==> config.mk <==
export PLATFORM = sky130hd
export DESIGN_NAME = sbusResult
export DESIGN_NICKNAME = d
export VERILOG_FILES = /design/src/design/sbusPkg.sv /design/src/design/sbusResult.sv
export SDC_FILE = /design/constraint.sdc
export NUM_CORES = 1
export LEC_CHECK = 0
export BUFFER_PORTS_ARGS = -buffer_cell sky130_fd_sc_hd__buf_2
export CAP_MARGIN = 5
export CORE_UTILIZATION = 45
export DETAILED_ROUTE_END_ITERATION = 7
export PLACE_DENSITY = 0.9
export RECOVER_POWER = 50
export SYNTH_ARGS = -nofsm -noshare
export SYNTH_HDL_FRONTEND = slang
export SYNTH_SLANG_ARGS = --single-unit
==> constraint.sdc <==
create_clock -name vclk -period 2.5
set_input_delay 0 -clock vclk [all_inputs]
set_output_delay 0 -clock vclk [all_outputs]
set_load 0.01 [all_outputs]
==> src/design/sbusPkg.sv <==
/*
 * Storage bus widths for the quadword read port
 * Word, address, request mask and word offset sizes
 */
`default_nettype none

package sbusPkg;

  // One PDP-10 word plus no tag bits on the data bus
  localparam int wordBits = 36;

  // Word address carried on the bus during START
  localparam int adrBits = 22;

  // Request mask, one bit per word of a quadword
  localparam int rqBits = 4;

  // Word offset inside a quadword, steps modulo 4
  localparam int offBits = 2;

endpackage : sbusPkg

`default_nettype wire

==> src/design/sbusResult.sv <==
/*
 * Shared data bus driver
 * Phase gating of acknowledges, word select with zeroing, parity
 */
`timescale 1ns/1ns
`default_nettype none

module sbusResult (
  input  wire logic                           sbusClkInt,
  input  wire logic                           rawAckA,
  input  wire logic                           rawAckB,
  input  wire logic [sbusPkg::wordBits-1:0]   wordA,
  input  wire logic [sbusPkg::wordBits-1:0]   wordB,
  output logic                                ackA,
  output logic                                ackB,
  output logic      [sbusPkg::wordBits-1:0]   d,
  output logic                                dataPar
);

  // A phase while sbusClkInt is low, B phase while it is high
  assign ackA = rawAckA && !sbusClkInt;
  assign ackB = rawAckB &&  sbusClkInt;

  // Acknowledge doubles as data valid, so d is zero without one
  always_comb begin
    if (ackA) begin
      d = wordA;
    end else if (ackB) begin
      d = wordB;
    end else begin
      d = '0;
    end
  end

  assign dataPar = ^d;                           // Odd count of ones gives 1

endmodule : sbusResult

`default_nettype wire

-- Word-level counts from Yosys, hierarchy flattened
Cells that the tools add are included.
- latch bits: 0
- output and inout bits: 39
- memory bits (read-only): 0
- register bits: 0
- input bits: 75
- RAM bits: 0
- memories: 0
- reductions and logical operators: 4
- order comparisons: 0
- multiply operators: 0
- $add $sub $neg: 0
- equality and inequality tests: 0
- multiplexer cells: 2
- shifts and indexed selects: 0
- div/mod/pow operators: 0
- bitwise operators: 0
- operator list (operator ; count):
    $mux W36 ; 2
    $reduce_xor A36 Y1 ; 1
    $logic_and A1 B1 Y1 ; 2
    $logic_not A1 Y1 ; 1

-- Longest topological paths before layout
- word-level depth: 4
- gate-level depth with buffers: 11
- depth with buffers taken out: 8

-- Least setup slack after synthesis
No wires, ideal clock.
- kind: input-to-output
- start: in rawAckB
- end: out dataPar
- buffers on the path: 2
- cell stages on the path: 9
- data required time: 2.500 ns
- setup slack: 0.866 ns
- data arrival time: 1.634 ns
- cell sequence: buf_6 > buf_6 > a31oi_1 > a22oi_1 > or3_1 > o211ai_1 > xor2_1 > xnor2_1 > xnor3_1
- cells in the longest elaborated chain, start to end: 4
- RTL lines (what ; RTL line ; source):
    start, declared ; sbusResult.sv:11 ; input wire logic rawAckB,
    $logic_and A1 B1 Y1 ; sbusResult.sv:22 ; assign ackB = rawAckB && sbusClkInt;
    $mux W36 ; sbusResult.sv:28 ; end else if (ackB) begin
    $mux W36 ; sbusResult.sv:26 ; if (ackA) begin
    $reduce_xor A36 Y1 ; sbusResult.sv:35 ; assign dataPar = ^d;
    end, declared ; sbusResult.sv:17 ; output logic dataPar
Every way passes these cells.

-- Worst setup path after layout
- start: in sbusClkInt
- end: out dataPar
- cells in the longest elaborated chain, start to end: 4
- elaborated cells between the ends (all ways): 6
- RTL lines (what ; RTL line ; source):
    start, declared ; sbusResult.sv:9 ; input wire logic sbusClkInt,
    $logic_and A1 B1 Y1 or $logic_not A1 Y1 (tied branches) ; sbusResult.sv:22, sbusResult.sv:21 ;
    $mux W36 or $logic_and A1 B1 Y1 (tied branches) ; sbusResult.sv:28, sbusResult.sv:21 ;
    $mux W36 (*) ; sbusResult.sv:26 ;
    $reduce_xor A36 Y1 (*) ; sbusResult.sv:35 ;
Mark *: on every way between the ends. The rest lies on a longest branch, timed or not.

==> flow_summary.json <==
{
  "syn_area_um2": 1450,
  "final_antenna_net_count": 0,
  "status": "finished, final reports clean",
  "synth_top_cell_by_area": "a22o_1",
  "portBuffers": 114,
  "vias": 2090,
  "cpLargestDelayFamily": "XOR/XNOR gates",
  "ff_latch_area_um2": 0,
  "ioPinCount": 114,
  "hold_violations": 0,
  "gr-usage-met3": 0.0110,
  "hold_class": "input pin to output port",
  "finalSetupViolCount": 0,
  "power_density_nw_per_um2": 221,
  "core-area_um2": 3050,
  "start_util": 0.475,
  "max-cap-violations": 0,
  "first_pass_iters": 4,
  "seq_cells": 0,
  "gr-usage-met2": 0.503,
  "total_leakage_power_nw": 1.01,
  "tightestPinTransition_ps": 427,
  "gr-usage-all-layers": 0.257,
  "stdcell_area_um2": 2000,
  "crit_path_cell_trace": "clkbuf_1 -> buf_4 -> nand3b_1 -> a22oi_1 -> or3_1 -> o211ai_1 -> xnor2_1 -> xnor2_1 -> xnor3_1 -> buf_2",
  "antenna_found_initial": 0,
  "dieArea_um2": 3450,
  "busiest_layer": "met2",
  "clkbuf_count": 0,
  "synth_cell_types": 29,
  "cp_slowest_cell": "xnor3_1",
  "netlist.area_leader.share": 0.115,
  "required_ps": 2500,
  "grt_pass1_wl_mm": 7.33,
  "antenna_cells": 0,
  "fin_tns_setup_ps": 0,
  "max_freq_mhz": 457,
  "fin_nets": 403,
  "critPathCaptureType": "output port",
  "wl_per_cell_um": 12.6,
  "synthTopCellsByArea": "a22o_1 (11%), xor2_1 (11%), nor2b_1 (10%)",
  "crit_arrival_ps": 2190,
  "ys.warnings.count": 0,
  "cts.hold.buffers_added": 0,
  "routed_wirelength_mm": 4.66,
  "placementRows": 20,
  "avgSynthCellArea_um2": 6.50,
  "routed_via_density": 5.65,
  "use_met1": 0.296,
  "place_area_um2": 2020,
  "critical_path.most_common_cell": "xnor2_1",
  "slew_headroom": 0.715,
  "postSynthCellCount": 223,
  "yosysSeqAreaShare": 0,
  "cp-start-kind": "input pin",
  "multi_input_area_um2": 1360,
  "grt_max_degree": 27,
  "path_max_fanout": 26,
  "max_stage_delay_ps": 420,
  "grt_pass1_vias": 1881,
  "drc": 0,
  "drt_iter0_markers": 121,
  "rsz0062_at_grt": "false",
  "path_buf_inv": 3,
  "dieHeight_um": 58.7,
  "worst_hold_startpoint": "wordB[3]",
  "vdd_drop_max_v": 0.000120,
  "whs_endpoint": "d[3]",
  "drive_gt1_frac": 0.325,
  "dpl.hpwl_mm": 3.88,
  "whs_path_depth": 4,
  "drv_slew": 0,
  "fin_crit_sh": 0.876,
  "postCtsResizedCells": 0,
  "post_cts_buffers": 0,
  "critPathKind": "input pin to output port",
  "fillCellCount": 314,
  "fp.dieW_um": 58.7,
  "area_delta_synth_final_pct": 37.9,
  "period_needed_ps": 2190,
  "grt-ovfl-total": 0,
  "syn-num-nets": 298,
  "gp_congestion": 0.821
}
==> report_power, final <==
part | switching (mW) | internal (mW) | total [mW]
clock network | 0 | 0 | 0
logic | 0.231 | 0.212 | 0.442
registers | 0 | 0 | 0
==> through the flow <==
stage               power, mW  utilization  std cells  setup WS, ps  hold slack [ps]
global placement        0.431        0.661        370           502              310
detailed placement      0.444        0.661        370           410              320
finish                  0.442        0.655        370           310              323
CTS                     0.445        0.661        370           412              320
floorplan               0.271            -        223           866              111
global route            0.488        0.655        370           113              346
==> how the worst max path moves through the flow <==
stage | start | end | slack [ps] | cells after the start
after floorplan | rawAckB | dataPar | 870 | 9
after global placement | rawAckA | dataPar | 500 | 8
after detailed placement | rawAckA | dataPar | 410 | 11
after CTS | rawAckA | dataPar | 410 | 11
after global routing | rawAckA | dataPar | 110 | 11
final | sbusClkInt | dataPar | 310 | 10
==> cells in the final DEF, fill, tap and decap left out, types with 4 or more instances in the layout <==
cell / count
buf_2: 101
nand2_1: 30
nor2b_1: 24
a22o_1: 19
xor2_1: 18
nand3_1: 17
nand3b_1: 16
a22oi_1: 16
a21oi_1: 14
clkbuf_1: 14
o21ai_0: 10
a31oi_1: 8
or3_1: 8
xnor2_1: 7
mux2i_1: 4
==> synthesized netlist by cell type <==
library cell	instances
and3b_1	2
or3_1	8
nand2b_1	1
clkinv_1	1
inv_2	1
buf_6	2
xnor2_1	7
buf_1	4
o211ai_2	1
a22o_1	19
a22oi_1	16
a31oi_1	8
nor2b_1	24
o21ai_0	10
a21oi_1	14
nand3_1	17
nand2_1	30
xor2_1	18
nand2_2	1
clkbuf_1	1
mux2i_1	4
nor2_1	3
a221o_1	1
o211ai_1	3
buf_2	6
o22ai_1	2
nand3b_1	16
buf_4	2
xnor3_1	1
==> kinds of logic (layout without fill, tap and decap cells) <==
group | count (synthesis) | in the layout | share of synthesized area
AO/OA/AOI/OAI | 74 | 74 | 0.355
XOR/XNOR | 26 | 26 | 0.167
buffers and inverters | 17 | 120 | 0.0648
multiplexers | 4 | 4 | 0.0276
AND/OR/NAND/NOR | 102 | 102 | 0.386
==> routing by layer <==
layer / vias up / wire length, um
met2: 66 / 2530
li1: 1038 / -
met1: 976 / 1880
met4: 0 / 83
met3: 10 / 169
met5: - / 0
==> layout make-up <==
class,count,share of cell area
tap,44,0.0276
multi-input combinational,206,0.678
inverter,2,0.00376
timing repair buffer,118,0.291
Note: power is estimated with default switching activity, not from simulation.
