File: config.mk
export PLATFORM = sky130hd
export DESIGN_NAME = quadDecode
export DESIGN_NICKNAME = d
export VERILOG_FILES = /design/src/design/sbusPkg.sv /design/src/design/coreMemPkg.sv /design/src/design/quadDecode.sv
export SDC_FILE = /design/constraint.sdc
export NUM_CORES = 1
export LEC_CHECK = 0
export BUFFER_PORTS_ARGS = -buffer_cell sky130_fd_sc_hd__buf_2
export CORE_MARGIN = 3
export CORE_UTILIZATION = 40
export CTS_BUF_LIST = sky130_fd_sc_hd__clkbuf_4
export CTS_CLUSTER_DIAMETER = 150
export CTS_CLUSTER_SIZE = 20
export DETAILED_ROUTE_END_ITERATION = 8
export GPL_ROUTABILITY_DRIVEN = 0
export PLACE_DENSITY = 0.87
export RECOVER_POWER = 100
export SETUP_SLACK_MARGIN = 0.15
export SYNTH_ARGS = -nofsm -noshare
export SYNTH_HDL_FRONTEND = slang
export SYNTH_SLANG_ARGS = --single-unit
File: constraint.sdc
create_clock -name clk -period 6.04 [get_ports clk]
set_clock_uncertainty 0.2 [all_clocks]
set_input_delay 0.906 -clock clk [delete_from_list [all_inputs] [get_ports clk]]
set_output_delay 0.906 -clock clk [all_outputs]
set_load 0.1 [all_outputs]
File: src/design/sbusPkg.sv
/*
 * Storage bus widths for the quadword read port
 * Word, address, request mask and word offset sizes
 */
`default_nettype none

package sbusPkg;

  // One PDP-10 word plus no tag bits on the data bus
  localparam int wordBits = 36;

  // Word address carried on the bus during START
  localparam int adrBits = 22;

  // Request mask, one bit per word of a quadword
  localparam int rqBits = 4;

  // Word offset inside a quadword, steps modulo 4
  localparam int offBits = 2;

endpackage : sbusPkg

`default_nettype wire

File: src/design/coreMemPkg.sv
/*
 * Installed core memory sizes
 * Word count, array index width and quadword base width
 */
`default_nettype none

package coreMemPkg;

  localparam int memWords = 4096;               // Words of installed core
  localparam int indexBits = $clog2(memWords);  // Array index, 12 bits

  // Index bits above the word offset select the quadword
  localparam int quadBits = indexBits - sbusPkg::offBits;

endpackage : coreMemPkg

`default_nettype wire

File: src/design/quadDecode.sv
/*
 * Per-phase START decode with address range check
 * Captures quadword base, start offset and request mask
 */
`timescale 1ns/1ns
`default_nettype none

module quadDecode #(
  parameter bit servesB = 1'b0                  // 0 serves A phase, 1 serves B phase
) (
  input  wire logic                              clk,
  input  wire logic                              rst,
  input  wire logic                              sbusClkInt,
  input  wire logic                              start,
  input  wire logic [sbusPkg::adrBits-1:0]       adr,
  input  wire logic [sbusPkg::rqBits-1:0]        rq,
  output logic                                   accept,
  output logic      [coreMemPkg::quadBits-1:0]   quadBase,
  output logic      [sbusPkg::offBits-1:0]       startOff,
  output logic      [sbusPkg::rqBits-1:0]        mask
);

  logic ourPhase;                                // Current cycle belongs to this decoder
  logic inRange;                                 // Address lies in installed core
  logic take;                                    // START answered this cycle

  assign ourPhase = (sbusClkInt == servesB);

  // Nonexistent memory stays silent, so high address bits must be zero
  assign inRange = (adr[sbusPkg::adrBits-1:coreMemPkg::indexBits] == '0);

  assign take = start && ourPhase && inRange;

  // Accept pulse lasts one clock after the START cycle
  always_ff @(posedge clk) begin
    if (rst) begin
      accept <= 1'b0;
    end else begin
      accept <= take;
    end
  end

  // Request fields are held until the next accepted START
  always_ff @(posedge clk) begin
    if (take) begin
      quadBase <= adr[coreMemPkg::indexBits-1:sbusPkg::offBits];  // Quadword base
      startOff <= adr[sbusPkg::offBits-1:0];                      // First word offset
      mask     <= rq;                                             // Words wanted
    end
  end

endmodule : quadDecode

`default_nettype wire

### Word level (Yosys, flattened, before mapping)

Index checks and enable logic that the tools add are counted.

* bitwise gates (word level): 1
* reductions and logical operators: 3

Operators with widths (number)
* 10-bit logical NOT: 1
* 1-bit logical AND: 2
* 1-bit inverter: 1

* flip-flop bits (word level): 17
* bits of input ports: 30
* output and inout port bits: 17
* word-level logic and storage cells: 8

### Logic depth before layout (Yosys ltp)

* word-level depth: 3
* depth in mapped cells: 2
* gate-level depth less buffers: 2

### Worst setup path before layout

No wires, ideal clock.

* kind: input-to-reg
* start point: input port sbusClkInt
* end point: register mask[0] in the netlist's numbering (enable)
* setup time: 0.409 ns
* arrival: 2.664 ns
* setup slack: 2.767 ns
* stages: 2
* buffers on the path: 0
* path through: or4b_1 nor3_1

* word-level cells in the longest chain between the ends: 3

RTL lines
* start: declaration: RTL line quadDecode.sv:13 `input wire logic sbusClkInt,`
* 1-bit inverter: RTL line quadDecode.sv:27 `assign ourPhase = (sbusClkInt == servesB);`
* 1-bit logical AND (2 in series): RTL line quadDecode.sv:32 `assign take = start && ourPhase && inRange;`
* named net take: RTL line quadDecode.sv:25 `logic take;`
* end signal: assignment: RTL line quadDecode.sv:48 `mask <= rq;`
* end: declaration: RTL line quadDecode.sv:20 `output logic [sbusPkg::rqBits-1:0] mask`

The timed path passes the listed nets, and every way through them passes these cells.
A chain may end at the register's enable or synchronous reset.

### Worst setup path in the final report

* start point: input port sbusClkInt
* end point: register quadBase[6] in the netlist's numbering (enable)

* word-level cells in the longest chain between the ends: 3

RTL lines
* 1-bit inverter: RTL line quadDecode.sv:27
* 1-bit logical AND (2 in series): RTL line quadDecode.sv:32
* named net take: RTL line quadDecode.sv:25
* end signal: assignment: RTL line quadDecode.sv:46 `quadBase <= adr[coreMemPkg::indexBits-1:sbusPkg::offBits];`
* end: declaration: RTL line quadDecode.sv:18 `output logic [coreMemPkg::quadBits-1:0] quadBase,`

The timed path passes the listed nets, and every way through them passes these cells.

==> metrics.md <==
| Metric | Value |
|---|---|
| Status | `finished with violations` |
| Failing checks | `max-capacitance violations, max-slew violations` |
| EDFF count, synth | `16` |
| Drt via density | `4.593` |
| Asr flop ratio synth | `0%` |
| Port bufs | `46` |
| Layout cell share with drive strength beyond 1 | `47.22%` |
| Crit path kind | `input port to flip-flop` |
| Leading area contributor after synthesis | `edfxtp_1` |
| Hold Path Cell Cnt | `2` |
| CTS buffer count | `3` |
| Clock transition at path regs | `0.09 ns` |
| Die Y | `42.85 microns` |
| Htree depth | `1` |
| Worst vdd ir | `0.0001369 V` |
| Die ar. | `1836 sq um` |
| FF+latch count, synth | `17` |
| Synth cell count leaders | `16 x edfxtp_1, 2 x or4_1` |
| CP startpoint kind | `input port` |
| Total via count in the routed design | `395` |
| Ranking of synthesized cells by area | `edfxtp_1 88%, dfxtp_1 3.7%, or4_1 2.8%, nor4_2 2.3%, or4b_1 1.8%` |
| Final total negative setup slack | `0 ns` |
| Number of global-route vias before repair | `424` |
| Sink Count | `17` |
| Fin. max-slew vios | `17` |
| Tcrit/Tclk final | `57.48%` |
| FP Rows | `12` |
| CTS tree | `built` |
| Hold Buf Count CTS | `0` |
| Sequential element share of the synthesized area | `92.17%` |
| Max stage delay on crit path | `1.59 ns` |
| Primary FF master, synth | `edfxtp_1` |
| Cell Pwr Density | `249.5 nW/um^2` |
| Max-slew headroom | `-36.72%` |
| Ys Warns | `0` |
| Top-count cell post-synth | `edfxtp_1` |
| Slew @ Worst Pin | `2.035 ns` |
| N_diodes | `0` |
| Crit. End Element | `flip-flop` |
| Post_cts resized | `0` |
| Leak pwr | `0.3085 nW` |
| CORE AREA | `1186 sq um` |
| Dpl cells | `82` |
| Layout Cells excl Fill | `86` |
| Layout net count | `103` |
| Worst EP arrival | `3.14 ns` |
| Io pins | `47` |
| Final Setup Violations | `0` |
| Initial antenna violation count | `0` |
| Final count of hold timing violations | `0` |
| CP max stage cell | `nor3_1` |
| Type of the most critical hold path | `input port to flip-flop` |
| Routed len/inst | `12.92 microns` |
| Starting Density | `45.78%` |
| Synthesized cell area | `543.0 sq um` |
| Unrepaired setup endpoints after global routing | `false` |
| CP Buf/Inv Count | `1` |
| Post-CTS setup buffer count | `0` |
| Design area | `799.5 sq um` |
| Largest net degree at the start of global routing | `17` |
| Max Root-Sink Buffers | `2` |
| Fill cells | `91` |
| Synth Area per Inst | `24.68 sq um` |
| Overall Global Routing Usage | `12.85%` |
| Syn nets | `52` |
| Stages on the worst setup path | `3` |
| Cells after synthesis | `22` |
| Placed instance area | `795.8 sq um` |
| Critical path peak fanout | `16` |
| Total Wirelength | `1111 microns` |
| Gate family responsible for the most delay along the worst path | `simple AND/OR/NAND/NOR gates` |
| CP required | `5.71 ns` |
| First-pass GRT wire length | `1697 microns` |
| Fmax achieved | `0.2880 GHz` |
| P&R area growth vs syn | `47.24%` |
| Critical path cell sequence | `buf_2 > or4b_1 > nor3_1` |
| Gr ovfl total | `0` |
| MaxCap Viol Count | `1` |
| Root buffer cell | `clkbuf_4` |
| 1st-iter DRT viols | `6` |
| Yosys cell types | `6` |
| Die width | `42.85 microns` |
| Antenna Nets Post-Route | `0` |
| Synth top area share | `88.48%` |
| Hold WS | `0.5832 ns` |
| Tmin final | `3.472 ns` |
| Pre-antenna DRT Iters | `4` |
| Remaining DRCs | `0` |
[power by group]
part	switching, mW	internal (mW)	total, mW
clock	0.0313	0.0301	0.0613
sequential	0.00000929	0.129	0.129
combinational	0.00282	0.00678	0.00960
total	0.0341	0.165	0.199
[final cells by class]
cell class | count | area (sq um) | share of cell area [%]
tap | 14 | 17.52 | 2.191
sequential | 17 | 500.5 | 62.60
clock buffer | 4 | 30.03 | 3.756
timing repair buffer | 46 | 209.0 | 26.13
multi-input combinational | 5 | 42.54 | 5.321
[routing by layer]
layer  share of wire [%]  vias to the layer above  GRT usage, %
li1                    -                      190             -
met1                  29                      180         11.11
met2                  59                       25         25.15
met3                  12                        0         3.390
met4                   0                        0         7.453
met5                   0                        -             0
[layout by cell type, fill, tap and decap left out, drive strengths merged]
cell type | Yosys | layout
buf | 0 | 29
clkbuf | 0 | 21
dfxtp | 1 | 1
edfxtp | 16 | 16
nor3 | 1 | 1
nor4 | 1 | 1
or4 | 2 | 2
or4b | 1 | 1
[path summary, 6_finish.rpt]
check,slack [ns],to,from
setup / recovery,2.57,quadBase[6],sbusClkInt
hold / removal,0.58,accept,rst
[through the flow]
step	setup slack, ns	util, %	power, mW
after floorplan	2.767	-	0.1322
after global placement	3.000	67.09	0.1409
after detailed placement	2.897	67.09	0.1411
after CTS	3.203	69.62	0.2021
after global routing	2.390	67.41	0.2087
final	2.568	67.41	0.1995
[registers in the layout, indices dropped and copies added (netlist names)]
name and cells:
accept 1, mask 4, quadBase 10, startOff 2
[cells by family after synthesis]
kind of cell | after synthesis | synth area share, %
simple gates | 5 | 7.832
flops | 17 | 92.17
Note: power is estimated with default switching activity, not from simulation.
