==> config.mk <==
export PLATFORM = sky130hd
export DESIGN_NAME = quadSequencer
export DESIGN_NICKNAME = d
export VERILOG_FILES = /design/src/design/sbusPkg.sv /design/src/design/coreMemPkg.sv /design/src/design/quadSequencer.sv
export SDC_FILE = /design/constraint.sdc
export NUM_CORES = 1
export LEC_CHECK = 0
export BUFFER_PORTS_ARGS = -buffer_cell sky130_fd_sc_hd__buf_2
export CAP_MARGIN = 0
export CORE_MARGIN = 2
export CORE_UTILIZATION = 37
export DETAILED_ROUTE_END_ITERATION = 10
export PLACE_DENSITY = 0.72
export REMOVE_ABC_BUFFERS = 1
export SYNTH_ARGS = -nofsm -noshare
export SYNTH_HDL_FRONTEND = slang
export SYNTH_SLANG_ARGS = --single-unit
export TNS_END_PERCENT = 1
==> constraint.sdc <==
create_clock -name clk -period 1.1 [get_ports clk]
set_clock_uncertainty 0.05 [all_clocks]
set_input_delay 0.22 -clock clk [delete_from_list [all_inputs] [get_ports clk]]
set_output_delay 0.22 -clock clk [all_outputs]
set_load 0.01 [all_outputs]
==> src/design/sbusPkg.sv <==
/*
 * Storage bus widths for the quadword read port
 * Word, address, request mask and word offset sizes
 */
`default_nettype none

package sbusPkg;

  // One PDP-10 word plus no tag bits on the data bus
  localparam int wordBits = 36;

  // Word address carried on the bus during START
  localparam int adrBits = 22;

  // Request mask, one bit per word of a quadword
  localparam int rqBits = 4;

  // Word offset inside a quadword, steps modulo 4
  localparam int offBits = 2;

endpackage : sbusPkg

`default_nettype wire

==> src/design/coreMemPkg.sv <==
/*
 * Installed core memory sizes
 * Word count, array index width and quadword base width
 */
`default_nettype none

package coreMemPkg;

  localparam int memWords = 4096;               // Words of installed core
  localparam int indexBits = $clog2(memWords);  // Array index, 12 bits

  // Index bits above the word offset select the quadword
  localparam int quadBits = indexBits - sbusPkg::offBits;

endpackage : coreMemPkg

`default_nettype wire

==> src/design/quadSequencer.sv <==
/*
 * Quadword read sequencer for one bus phase
 * Steps the request mask and wraps the word offset modulo 4
 */
`timescale 1ns/1ns
`default_nettype none

module quadSequencer #(
  parameter bit servesB = 1'b0                  // Must match the paired decoder
) (
  input  wire logic                                 clk,
  input  wire logic                                 rst,
  input  wire logic                                 sbusClkInt,
  input  wire logic                                 accept,
  input  wire logic [coreMemPkg::quadBits-1:0]      quadBase,
  input  wire logic [sbusPkg::offBits-1:0]          startOff,
  input  wire logic [sbusPkg::rqBits-1:0]           mask,
  output logic      [coreMemPkg::indexBits-1:0]     readIndex,
  output logic                                      rawAck
);

  logic [sbusPkg::rqBits-1:0]       toAck;      // Mask positions not yet presented
  logic [sbusPkg::offBits-1:0]      wordOff;    // Offset of the word being presented
  logic [coreMemPkg::quadBits-1:0]  base;       // Quadword being read
  logic                             ownEdge;    // Clock edge ends a cycle of our phase
  logic                             busy;       // Some mask positions still pending

  assign ownEdge = (sbusClkInt == servesB);
  assign busy    = (toAck != '0);

  // Bit 0 of the remaining mask is the position shown this phase cycle
  assign rawAck    = toAck[0];
  assign readIndex = {base, wordOff};

  // A fresh accept restarts the sequence, even over pending words
  always_ff @(posedge clk) begin
    if (rst) begin
      toAck   <= '0;
      wordOff <= '0;
    end else if (accept) begin
      toAck   <= mask;
      wordOff <= startOff;
    end else if (ownEdge && busy) begin
      toAck   <= toAck >> 1;                     // Cleared positions still use a cycle
      wordOff <= wordOff + 1'b1;                 // Wraps inside the quadword
    end
  end

  // Base is only meaningful while toAck is nonzero
  always_ff @(posedge clk) begin
    if (accept) begin
      base <= quadBase;
    end
  end

endmodule : quadSequencer

`default_nettype wire

# After elaboration in Yosys (flattened, before gate mapping)
# Index checks and enable logic that the tools add are counted.
[totals]
latchBits = 0
rom_bits = 0
in_bits = 20
mem_bits_rw = 0
out_inout_bits = 13
elab_cells = 12
n_memories = 0
reg_bits = 16
[classes]
addsub = 1
reduce_logical = 3
n_bitwise = 1
n_mul = 0
shift = 0
n_mux = 4
eq_ne = 0
n_lt_le_gt_ge = 0
div = 0
[op_table]
columns = ["operator", "n"]
rows = [
  ["2-to-1 mux 4 bit", 2],
  ["2-to-1 mux 2 bit", 2],
  ["nonzero test 4 bit", 1],
  ["adder 2 x 1 -> 2 bit, second input constant", 1],
  ["nonzero test 2 bit", 1],
  ["logical AND 1 bit", 1],
  ["NOT 1 bit", 1],
]

# Longest topological paths before layout
# Gate-level depths: netlist (run 1).
[logic_depth]
word_depth = 4
ltp_mapped = 4
depth_no_buf = 3

# Least setup slack after synthesis (run 1)
# OpenSTA, ideal clock, no wires.
[synth_path]
path_kind = "register to register"
start = "register toAck[0] in the netlist's numbering"
end = "register wordOff[1] in the netlist's numbering"
period_less_slack_ns = 1.182
setup_slack_ns = -0.082
path_stages_with_launch = 4
t_arrival_ns = 1.013
required_time_ns = 0.930
path_cell_list = "dfxtp_1 > nor4_2 > nor4_1 > o31a_1"
[synth_between]
elab_chain_len = 3
[synth_rtl]
columns = ["element", "line", "rtl"]
rows = [
  ["start: declaration", "quadSequencer.sv:22", "logic [sbusPkg::rqBits-1:0] toAck;"],
  ["start signal: assignment", "quadSequencer.sv:41", "toAck <= mask;"],
  ["start signal: assignment", "quadSequencer.sv:44", "toAck <= toAck >> 1;"],
  ["nonzero test 4 bit", "quadSequencer.sv:29", "assign busy = (toAck != '0);"],
  ["logical AND 1 bit", "quadSequencer.sv:43", "end else if (ownEdge && busy) begin"],
  ["nonzero test 2 bit (no source line)", "--", ""],
  ["end signal: assignment", "quadSequencer.sv:42", "wordOff <= startOff;"],
  ["end signal: assignment", "quadSequencer.sv:45", "wordOff <= wordOff + 1'b1;"],
  ["end: declaration", "quadSequencer.sv:23", "logic [sbusPkg::offBits-1:0] wordOff;"],
]
# Every way passes these cells.
# A chain may end at the register's enable or synchronous reset.

# Final worst setup path (run 1)
[layout_path]
start = "register toAck[2] in the netlist's numbering"
end = "register wordOff[1] in the netlist's numbering"
# Same word-level chain as after synthesis.

==> run summary, run 1 <==
CP startpoint kind = flop
VDD IR max = 0.605 mV
# diodes = 0
CTS tree = yes
RePlAce Congestion = 0.734
fin crit share = 108%
Reg2Reg Depth = 3
nets@finish = 106
number of global-route vias before repair = 429
cts hold-fix bufs = 0
fillers = 142
worst path arrival time = 1.30 ns
violated checks = setup timing
min-delay src = quadBase[0]
final setup fails = 3
status = finished with violations
antenna violations before repair = 0
largest net degree at the start of global routing = 12
crit-path max cell delay = 0.35 ns
# rows = 14
fin. max-slew vios = 0
Crit. End Element = flop
Fin. Hold Viols = 0
Util after Layout = 58.6%
predominant post-synthesis flop cell = edfxtp_1
clock slew at reported path FFs = 0.09 ns
Via Count = 491
Core Area = 1510 sq um
Final WS setup = -0.0880 ns
Clock Sinks = 16
Bufs on Longest Clock Path = 2
worst-path cell chain = nor4_4, nor4_2, o31a_1
R2R Path End = wordOff[1]
delay-heaviest family, CP = simple AND/OR/NAND/NOR gates
synth unique cells = 16
TritonCTS Buffers = 3
Hold WC Path Type = input port to flop
Starting Density = 39.8%
most used cells in the layout excluding fill and tap cells = buf_2, edfxtp_1, nand2_1
clock latency on the worst-skew pair = 0.27 ns
share of cells above drive strength 1 = 58.8%
Die ar. = 1960 sq um
Vias/cell = 4.86
PortBufs = 32
Worst Hold Path EP = base[0]
Total Routed Length = 1130 um
htree depth = 1
Area Growth Syn to Fin = 47.4%
RSZ-0062 raised after global routing = true
Post-Syn Instances = 44
slowest CP cell = dfxtp_2
FF+latch count, synth = 16
leading cell type in the layout, fill and taps excluded = buf_2
setup TNS = -0.174 ns
post-layout minimum cycle time = 1.19 ns
clock root buffer = clkbuf_4
number of flops mapped to enable cells by yosys = 10
max cap viols = 0
First-pass DRT Iterations = 4
first-pass GRT wire length = 1660 um
dpl ws = -0.129 ns
pwr dens = 1340 nW/um^2
chip width = 44.2 um
leakage power = 0.396 nW
DR WL/cell = 11.2 um
remaining antenna violation count after routing = 0
sequential share of the synthesized area = 70.1%
total grt overflow = 0
WP data required = 1.22 ns
max_slew headroom = 80.5%
reg2reg setup slack = -0.09 ns
Critical Path Start = toAck[2]
GRT Total Usage = 12.0%
hold depth = 1
Slew @ Worst Pin = 0.290 ns
Die Ht = 44.2 um
I/O Pins = 33
cell area after synthesis = 599 sq um
number of remaining DRC errors = 0
R2R Path Start = toAck[2]
CP Class = flop to flop
synth warn = 0
DR iter-0 viols = 2
fmax = 842 MHz
number of setup buffers added after CTS = 0
Tot Pwr = 1.19 mW
Buf+Inv Stages, Crit Path = 0
Async SR Flop Fraction = 0%
Mapped Avg Cell Area = 13.6 sq um
critical path peak fanout = 4
[synth_stat cells (2+ instances only)]
cell type | count | area, sq um
edfxtp_1 | 10 | 300
nand2_1 | 7 | 26.3
dfxtp_1 | 6 | 120
a21oi_1 | 5 | 25.0
mux2_1 | 3 | 33.8
inv_1 | 2 | 7.51
o31a_1 | 2 | 17.5
[layout make-up]
cell class,instances,area (sq um),area share [%]
sequential,16,427,48.3
timing repair buffer,38,228,25.8
multi-input combinational,24,171,19.4
clock buffer,3,22.5,2.55
tap,16,20.0,2.27
inverter,3,11.3,1.27
clock inverter,1,3.75,0.425
[power by group]
part           switching (mW)  internal [mW]  leakage (nW)  total, mW
registers              0.0217          0.686         0.149      0.707
logic                  0.0862          0.101         0.231      0.187
clock network           0.162          0.131        0.0154      0.293
total                   0.269          0.918         0.396       1.19
[through the flow]
| stage | instances | instance area, sq um | hold slack, ns |
|---|---|---|---|
| floorplan | 43 | 588 | 0.238 |
| global placement | 97 | 826 | 0.349 |
| detailed placement | 97 | 826 | 0.349 |
| CTS | 101 | 876 | 0.0565 |
| global route | 101 | 883 | 0.0452 |
| finish | 101 | 883 | 0.0692 |
[worst reg2reg max path: stages, from the launching register on]
cell	delay [ns]
dfxtp_2	0.35
nor4_4	0.34
nor4_2	0.07
o31a_1	0.27
[registers in the layout, summed over array words and instances, names as in the netlist]
name / flops
base: 10
toAck: 4
wordOff: 2
[cell families after synthesis]
| logic type | after synthesis | share of synthesized area [%] |
|---|---|---|
| mux | 3 | 5.64 |
| buf+inv | 4 | 3.76 |
| flops | 16 | 70.1 |
| compound gates | 9 | 10.4 |
| simple gates | 12 | 10.0 |
[timing repair]
item	CTS	global route
resized for setup	7	2
endpoints found under the setup margin	3	5
hold endpoints to repair	0	0
pin swaps	0	1
[routing by layer]
layer | GRT usage, % | share of wire [%]
met3 | 4.08 | 12
met1 | 13.9 | 46
met4 | 7.27 | 1.5
met2 | 19.1 | 41
met5 | 0 | 0
[how the worst max path moves through the flow]
stage	depth (start not counted)	slack [ns]	to
detailed placement	3	-0.13	wordOff[1]
finish	3	-0.09	wordOff[1]
floorplan	3	-0.08	wordOff[1]
global route	3	-0.12	wordOff[1]
CTS	3	-0.08	wordOff[1]
global placement	3	-0.1	wordOff[1]
(Power assumes the default switching activity.)
==> inputs of run 2 (changes only) <==
- BUFFER_PORTS_ARGS: -buffer_cell sky130_fd_sc_hd__buf_2 -> -buffer_cell sky130_fd_sc_hd__buf_4
==> run 2 against run 1 <==
  * Critical path depth stayed put
  * Final area increased by 8.8%
  * Utilization increased by 5.1 points
  * Register-to-register slack improved by 0.02 ns
  * Setup slack better by 0.017 ns
  * Non-clock buffer count fell by 2
  * Die area is the same
  * Power increased by 4.3%
  * Wire length up 4.2%
  * Combinational power is 20% higher
  * The run still ends with setup timing left
  * Cell count is 2.0% lower
  * Critical path type unchanged
==> run summary, run 2 (synthesis gave the netlist of run 1 again) <==
fin. max-slew vios = 0 (unchanged)
hpwl dp = 875 um
hold depth = 1 (unchanged)
CP Class = flop to flop
max_slew headroom = 80.4% (-0.19 points)
Die ar. = 1960 sq um (unchanged)
min-delay src = quadBase[1]
PortBufs = 32 (unchanged)
VDD IR max = 0.709 mV (+17%)
area post-placement = 871 sq um (+5.5%)
Clock Sinks = 16 (unchanged)
# diodes = 0 (unchanged)
CTS tree = yes
post-layout minimum cycle time = 1.17 ns (-0.0170 ns)
GRT Total Usage = 13.2% (+1.2 points)
Largest regs = base (10), toAck (4), wordOff (2)
RePlAce Congestion = 0.701 (-4.5%)
clock root buffer = clkbuf_4
fillers = 120 (-15%)
critical path peak fanout = 4 (unchanged)
fin crit share = 106% (-1.5 points)
chip width = 44.2 um (unchanged)
Via Count = 478 (-2.6%)
htree depth = 1 (unchanged)
nets@finish = 104 (-1.9%)
R2R Path End = wordOff[1]
first-pass GRT wire length = 1810 um (+9.5%)
max cap viols = 0 (unchanged)
DR WL/cell = 11.9 um (+6.3%)
violated checks = setup timing
Vias/cell = 4.83 (-0.68%)
antenna violations before repair = 0 (unchanged)
Fin. Hold Viols = 0 (unchanged)
clock latency on the worst-skew pair = 0.28 ns (about the same)
I/O Pins = 33 (unchanged)
RSZ-0062 raised after global routing = true
Starting Density = 39.8% (unchanged)
Slew @ Worst Pin = 0.292 ns (+0.00282 ns)
Bufs on Longest Clock Path = 2 (unchanged)
remaining antenna violation count after routing = 0 (unchanged)
leakage power = 0.418 nW (+5.6%)
number of global-route vias before repair = 454 (+5.8%)
Tot Pwr = 1.24 mW (+4.3%)
Reg2Reg Depth = 3 (unchanged)
final setup fails = 4 (+1)
clock slew at reported path FFs = 0.09 ns (about the same)
cell area after layout = 961 sq um (+8.8%)
largest net degree at the start of global routing = 18 (+6)
CP startpoint kind = flop
Total Routed Length = 1180 um (+4.2%)
status = finished with violations
reg2reg setup slack = -0.07 ns (+0.02 ns)
Crit. End Element = flop
max FFs per register = 10 (unchanged)
First-pass DRT Iterations = 3 (-1)
Worst Hold Path EP = base[1]
Top reg by flops = base
share of cells above drive strength 1 = 56.6% (-2.2 points)
pwr dens = 1290 nW/um^2 (-4.1%)
DR iter-0 viols = 1 (-1)
worst path arrival time = 1.29 ns (about the same)
R2R Path Start = toAck[2]
WP data required = 1.22 ns (about the same)
Final WS setup = -0.0710 ns (+0.0170 ns)
Core Area = 1510 sq um (unchanged)
Area Growth Syn to Fin = 60.3%
leading cell type in the layout, fill and taps excluded = buf_4
fmax = 854 MHz (+1.5%)
total grt overflow = 0 (unchanged)
most used cells in the layout excluding fill and tap cells = buf_4, buf_6, edfxtp_1
Hold WC Path Type = input port to flop
Die Ht = 44.2 um (unchanged)
# rows = 14 (unchanged)
TritonCTS Buffers = 3 (unchanged)
number of remaining DRC errors = 0 (unchanged)
run 2: changes by cell type in the layout (fill, tap and decap cells not counted), sizes merged:
| cell | previous run | this run |
|---|---|---|
| buf | 38 | 36 |
run 2: power by group:
part           total (mW)  switching (mW)  internal [mW]
Combinational       0.225          0.0838          0.142
Sequential          0.712          0.0255          0.686
Clock               0.301           0.170          0.131
run 2: metrics by stage:
step | setup WS (ns) | TNS (ns) | cells | util, % | hold WS, ns
after CTS | -0.0650 | -0.193 | 99 | 61.5 | 0.0533
after global placement | -0.105 | -0.159 | 94 | 57.8 | 0.349
final | -0.0710 | -0.155 | 99 | 63.8 | 0.0620
after floorplan | -0.0824 | -0.140 | 43 | - | 0.238
after global routing | -0.113 | -0.358 | 99 | 63.8 | 0.0446
after detailed placement | -0.172 | -0.302 | 94 | 57.8 | 0.350
run 2: routing by layer:
layer  routed length (um)  track usage [%]  vias up
li1                     -                -      240
met1                  499             14.2      212
met2                  531             22.4       26
met3                  147             4.90        0
met4                    0             7.27        0
met5                    0                0        -
run 2: worst max-delay path by stage:
stage              from          to  slack, ns
3_5_place_dp   toAck[3]  wordOff[1]      -0.17
2_1_floorplan  toAck[0]  wordOff[1]      -0.08
6_report       toAck[2]  wordOff[1]      -0.07
5_1_grt        toAck[2]  wordOff[1]      -0.11
4_1_cts        toAck[2]  wordOff[1]      -0.07
3_3_place_gp   toAck[3]  wordOff[1]      -0.10
run 2: critical path, stage by stage, from the launching register on:
cell and delay, ns:
dfxtp_2 0.35, nor4_4 0.34, nor4_1 0.09, o31a_1 0.23
run 2: what timing repair did:
item	4_1_cts	5_1_grt
endpoints found under the setup margin	4	11
setup buffers	1	0
pin swaps	3	0
resized for setup	7	10
hold buffers	0	0
run 2: cell type report:
type / instances / area [sq um] / area share (%)
Inverter: 3 / 11.3 / 1.17
Clock inverter: 1 / 3.75 / 0.391
Tap cell: 16 / 20.0 / 2.08
Timing Repair Buffer: 36 / 312 / 32.4
Sequential cell: 16 / 427 / 44.4
Multi-Input combinational cell: 24 / 165 / 17.2
Clock buffer: 3 / 22.5 / 2.34
==> inputs of run 3 (changes only) <==
- PLACE_DENSITY: 0.72 -> 0.71
- SKIP_CTS_REPAIR_TIMING: unset -> 1
==> run 3 against run 2 <==
  * The flow still finishes with violations (setup timing)
  * Count of clock-buffer cells in the layout did not move
  * Via count unchanged
  * Combinational power down 8%
  * Cell count fell by 2.0%
  * Sequential share of layout area is 2.0 points higher
  * Clock power shrank 5%
  * Largest cell class unchanged
  * Sequential cell count is the same
==> run summary, run 3 (synthesis gave the netlist of run 1 again) <==
Util after Layout = 60.6% (-3.2 points)
number of global-route vias before repair = 444 (-2.2%)
critical path peak fanout = 4 (unchanged)
status = finished with violations
Top reg by flops = base
chip width = 44.2 um (unchanged)
dpl ws = -0.137 ns (+0.0345 ns)
met2 Use GR = 23.2% (+0.88 points)
number of remaining DRC errors = 0 (unchanged)
fin crit share = 110% (+3.7 points)
Hold WC Path Type = input port to flop
pwr dens = 1310 nW/um^2 (+1.9%)
Slew @ Worst Pin = 0.291 ns (-0.000998 ns)
Vias/cell = 4.93 (+2.1%)
Clock Sinks = 16 (unchanged)
reg2reg setup slack = -0.11 ns (-0.04 ns)
most used cells in the layout excluding fill and tap cells = buf_4, edfxtp_1, nand2_1
First-pass DRT Iterations = 3 (unchanged)
I/O Pins = 33 (unchanged)
met3 usage = 4.08% (-0.82 points)
max_slew headroom = 80.4% (about the same)
Crit. End Element = flop
nets@finish = 103 (-0.96%)
Die Ht = 44.2 um (unchanged)
# rows = 14 (unchanged)
met1 global-route usage = 14.5% (+0.30 points)
WP data required = 1.22 ns (about the same)
Non-Filler Instances = 97 (-2.0%)
clock slew at reported path FFs = 0.08 ns (about the same)
Critical Path Start = toAck[2]
Final WS setup = -0.111 ns (-0.0403 ns)
RePlAce Congestion = 0.744 (+6.2%)
VDD IR max = 0.597 mV (-16%)
htree depth = 1 (unchanged)
RSZ-0062 raised after global routing = true
leakage power = 0.401 nW (-4.1%)
crit-path max cell delay = 0.35 ns (about the same)
PortBufs = 32 (unchanged)
CP Class = flop to flop
share of cells above drive strength 1 = 54.3% (-2.3 points)
crit path to = wordOff[1]
fillers = 131 (+9.2%)
Core Area = 1510 sq um (unchanged)
largest net degree at the start of global routing = 18 (unchanged)
leading cell type in the layout, fill and taps excluded = buf_4
antenna violations before repair = 0 (unchanged)
hpwl dp = 927 um (+5.9%)
violated checks = setup timing
CP startpoint kind = flop
Via Count = 478 (unchanged)
fmax = 826 MHz (-3.3%)
Total Routed Length = 1230 um (+4.1%)
Reg2Reg Depth = 3 (unchanged)
max cap viols = 0 (unchanged)
CTS tree = yes
placed cell count = 94 (unchanged)
Die ar. = 1960 sq um (unchanged)
final setup fails = 3 (-1)
R2R Path Start = toAck[2]
Starting Density = 39.8% (unchanged)
first-pass GRT wire length = 1840 um (+1.2%)
fin. max-slew vios = 0 (unchanged)
Area Growth Syn to Fin = 52.4%
R2R Path End = wordOff[1]
remaining antenna violation count after routing = 0 (unchanged)
clock root buffer = clkbuf_4
DR WL/cell = 12.6 um (+6.2%)
total grt overflow = 0 (unchanged)
Fin. Hold Viols = 0 (unchanged)
post-layout minimum cycle time = 1.21 ns (+0.0403 ns)
max FFs per register = 10 (unchanged)
slowest CP cell = dfxtp_2
TritonCTS Buffers = 3 (unchanged)
# diodes = 0 (unchanged)
Most Used Layer, Global Route = met2
DR iter-0 viols = 2 (+1)
Bufs on Longest Clock Path = 2 (unchanged)
Largest regs = base (10), toAck (4), wordOff (2)
clock latency on the worst-skew pair = 0.27 ns (about the same)
worst-path cell chain = nor4_4, nor4_1, o31a_1
worst path arrival time = 1.33 ns (+0.04 ns)
GRT Total Usage = 13.1% (-0.074 points)
run 3: layer usage:
layer | vias to the layer above | part of all wire (%)
met3 | 2 | 10
met5 | - | 0
met2 | 26 | 47
li1 | 235 | -
met4 | 0 | 1.3
met1 | 215 | 42
run 3: critical path, delay by kind of cell, from the launching register on:
kind             cells  cell delay (ns)
flip-flops           1             0.35
AO/OA/AOI/OAI        1             0.27
AND/OR/NAND/NOR      2             0.44
run 3: how the worst min path moves through the flow:
stage	from	cells past startpoint	endpoint	slack, ns
2_1_floorplan	rst	1	wordOff[0]	0.24
3_3_place_gp	quadBase[6]	1	base[6]	0.35
3_5_place_dp	quadBase[3]	1	base[3]	0.35
4_1_cts	quadBase[3]	1	base[3]	0.06
5_1_grt	quadBase[5]	1	base[5]	0.05
6_report	quadBase[3]	1	base[3]	0.07
run 3: area by class of cell:
type	count	area, sq um	area share (%)
Sequential cell	16	424	46.4
Timing Repair Buffer	35	270	29.6
Multi-Input combinational cell	24	165	18.1
Clock buffer	3	22.5	2.47
Tap cell	16	20.0	2.19
Inverter	3	11.3	1.23
run 3: metrics by stage:
stage                     hold WS (ns)  TNS [ns]  power (mW)  instance area [sq um]
after global routing            0.0522    -0.381        1.26                    913
after CTS                       0.0582    -0.315        1.21                    893
after global placement           0.349    -0.145       0.912                    871
final                           0.0684    -0.251        1.20                    913
after detailed placement         0.349    -0.229       0.916                    871
after floorplan                  0.238    -0.140       0.778                    588
run 3: power breakdown:
part / switching, mW / leakage, nW / internal, mW
clock network: 0.159 / 0.0138 / 0.127
registers: 0.0224 / 0.148 / 0.685
logic: 0.0829 / 0.238 / 0.123
total: 0.264 / 0.401 / 0.935
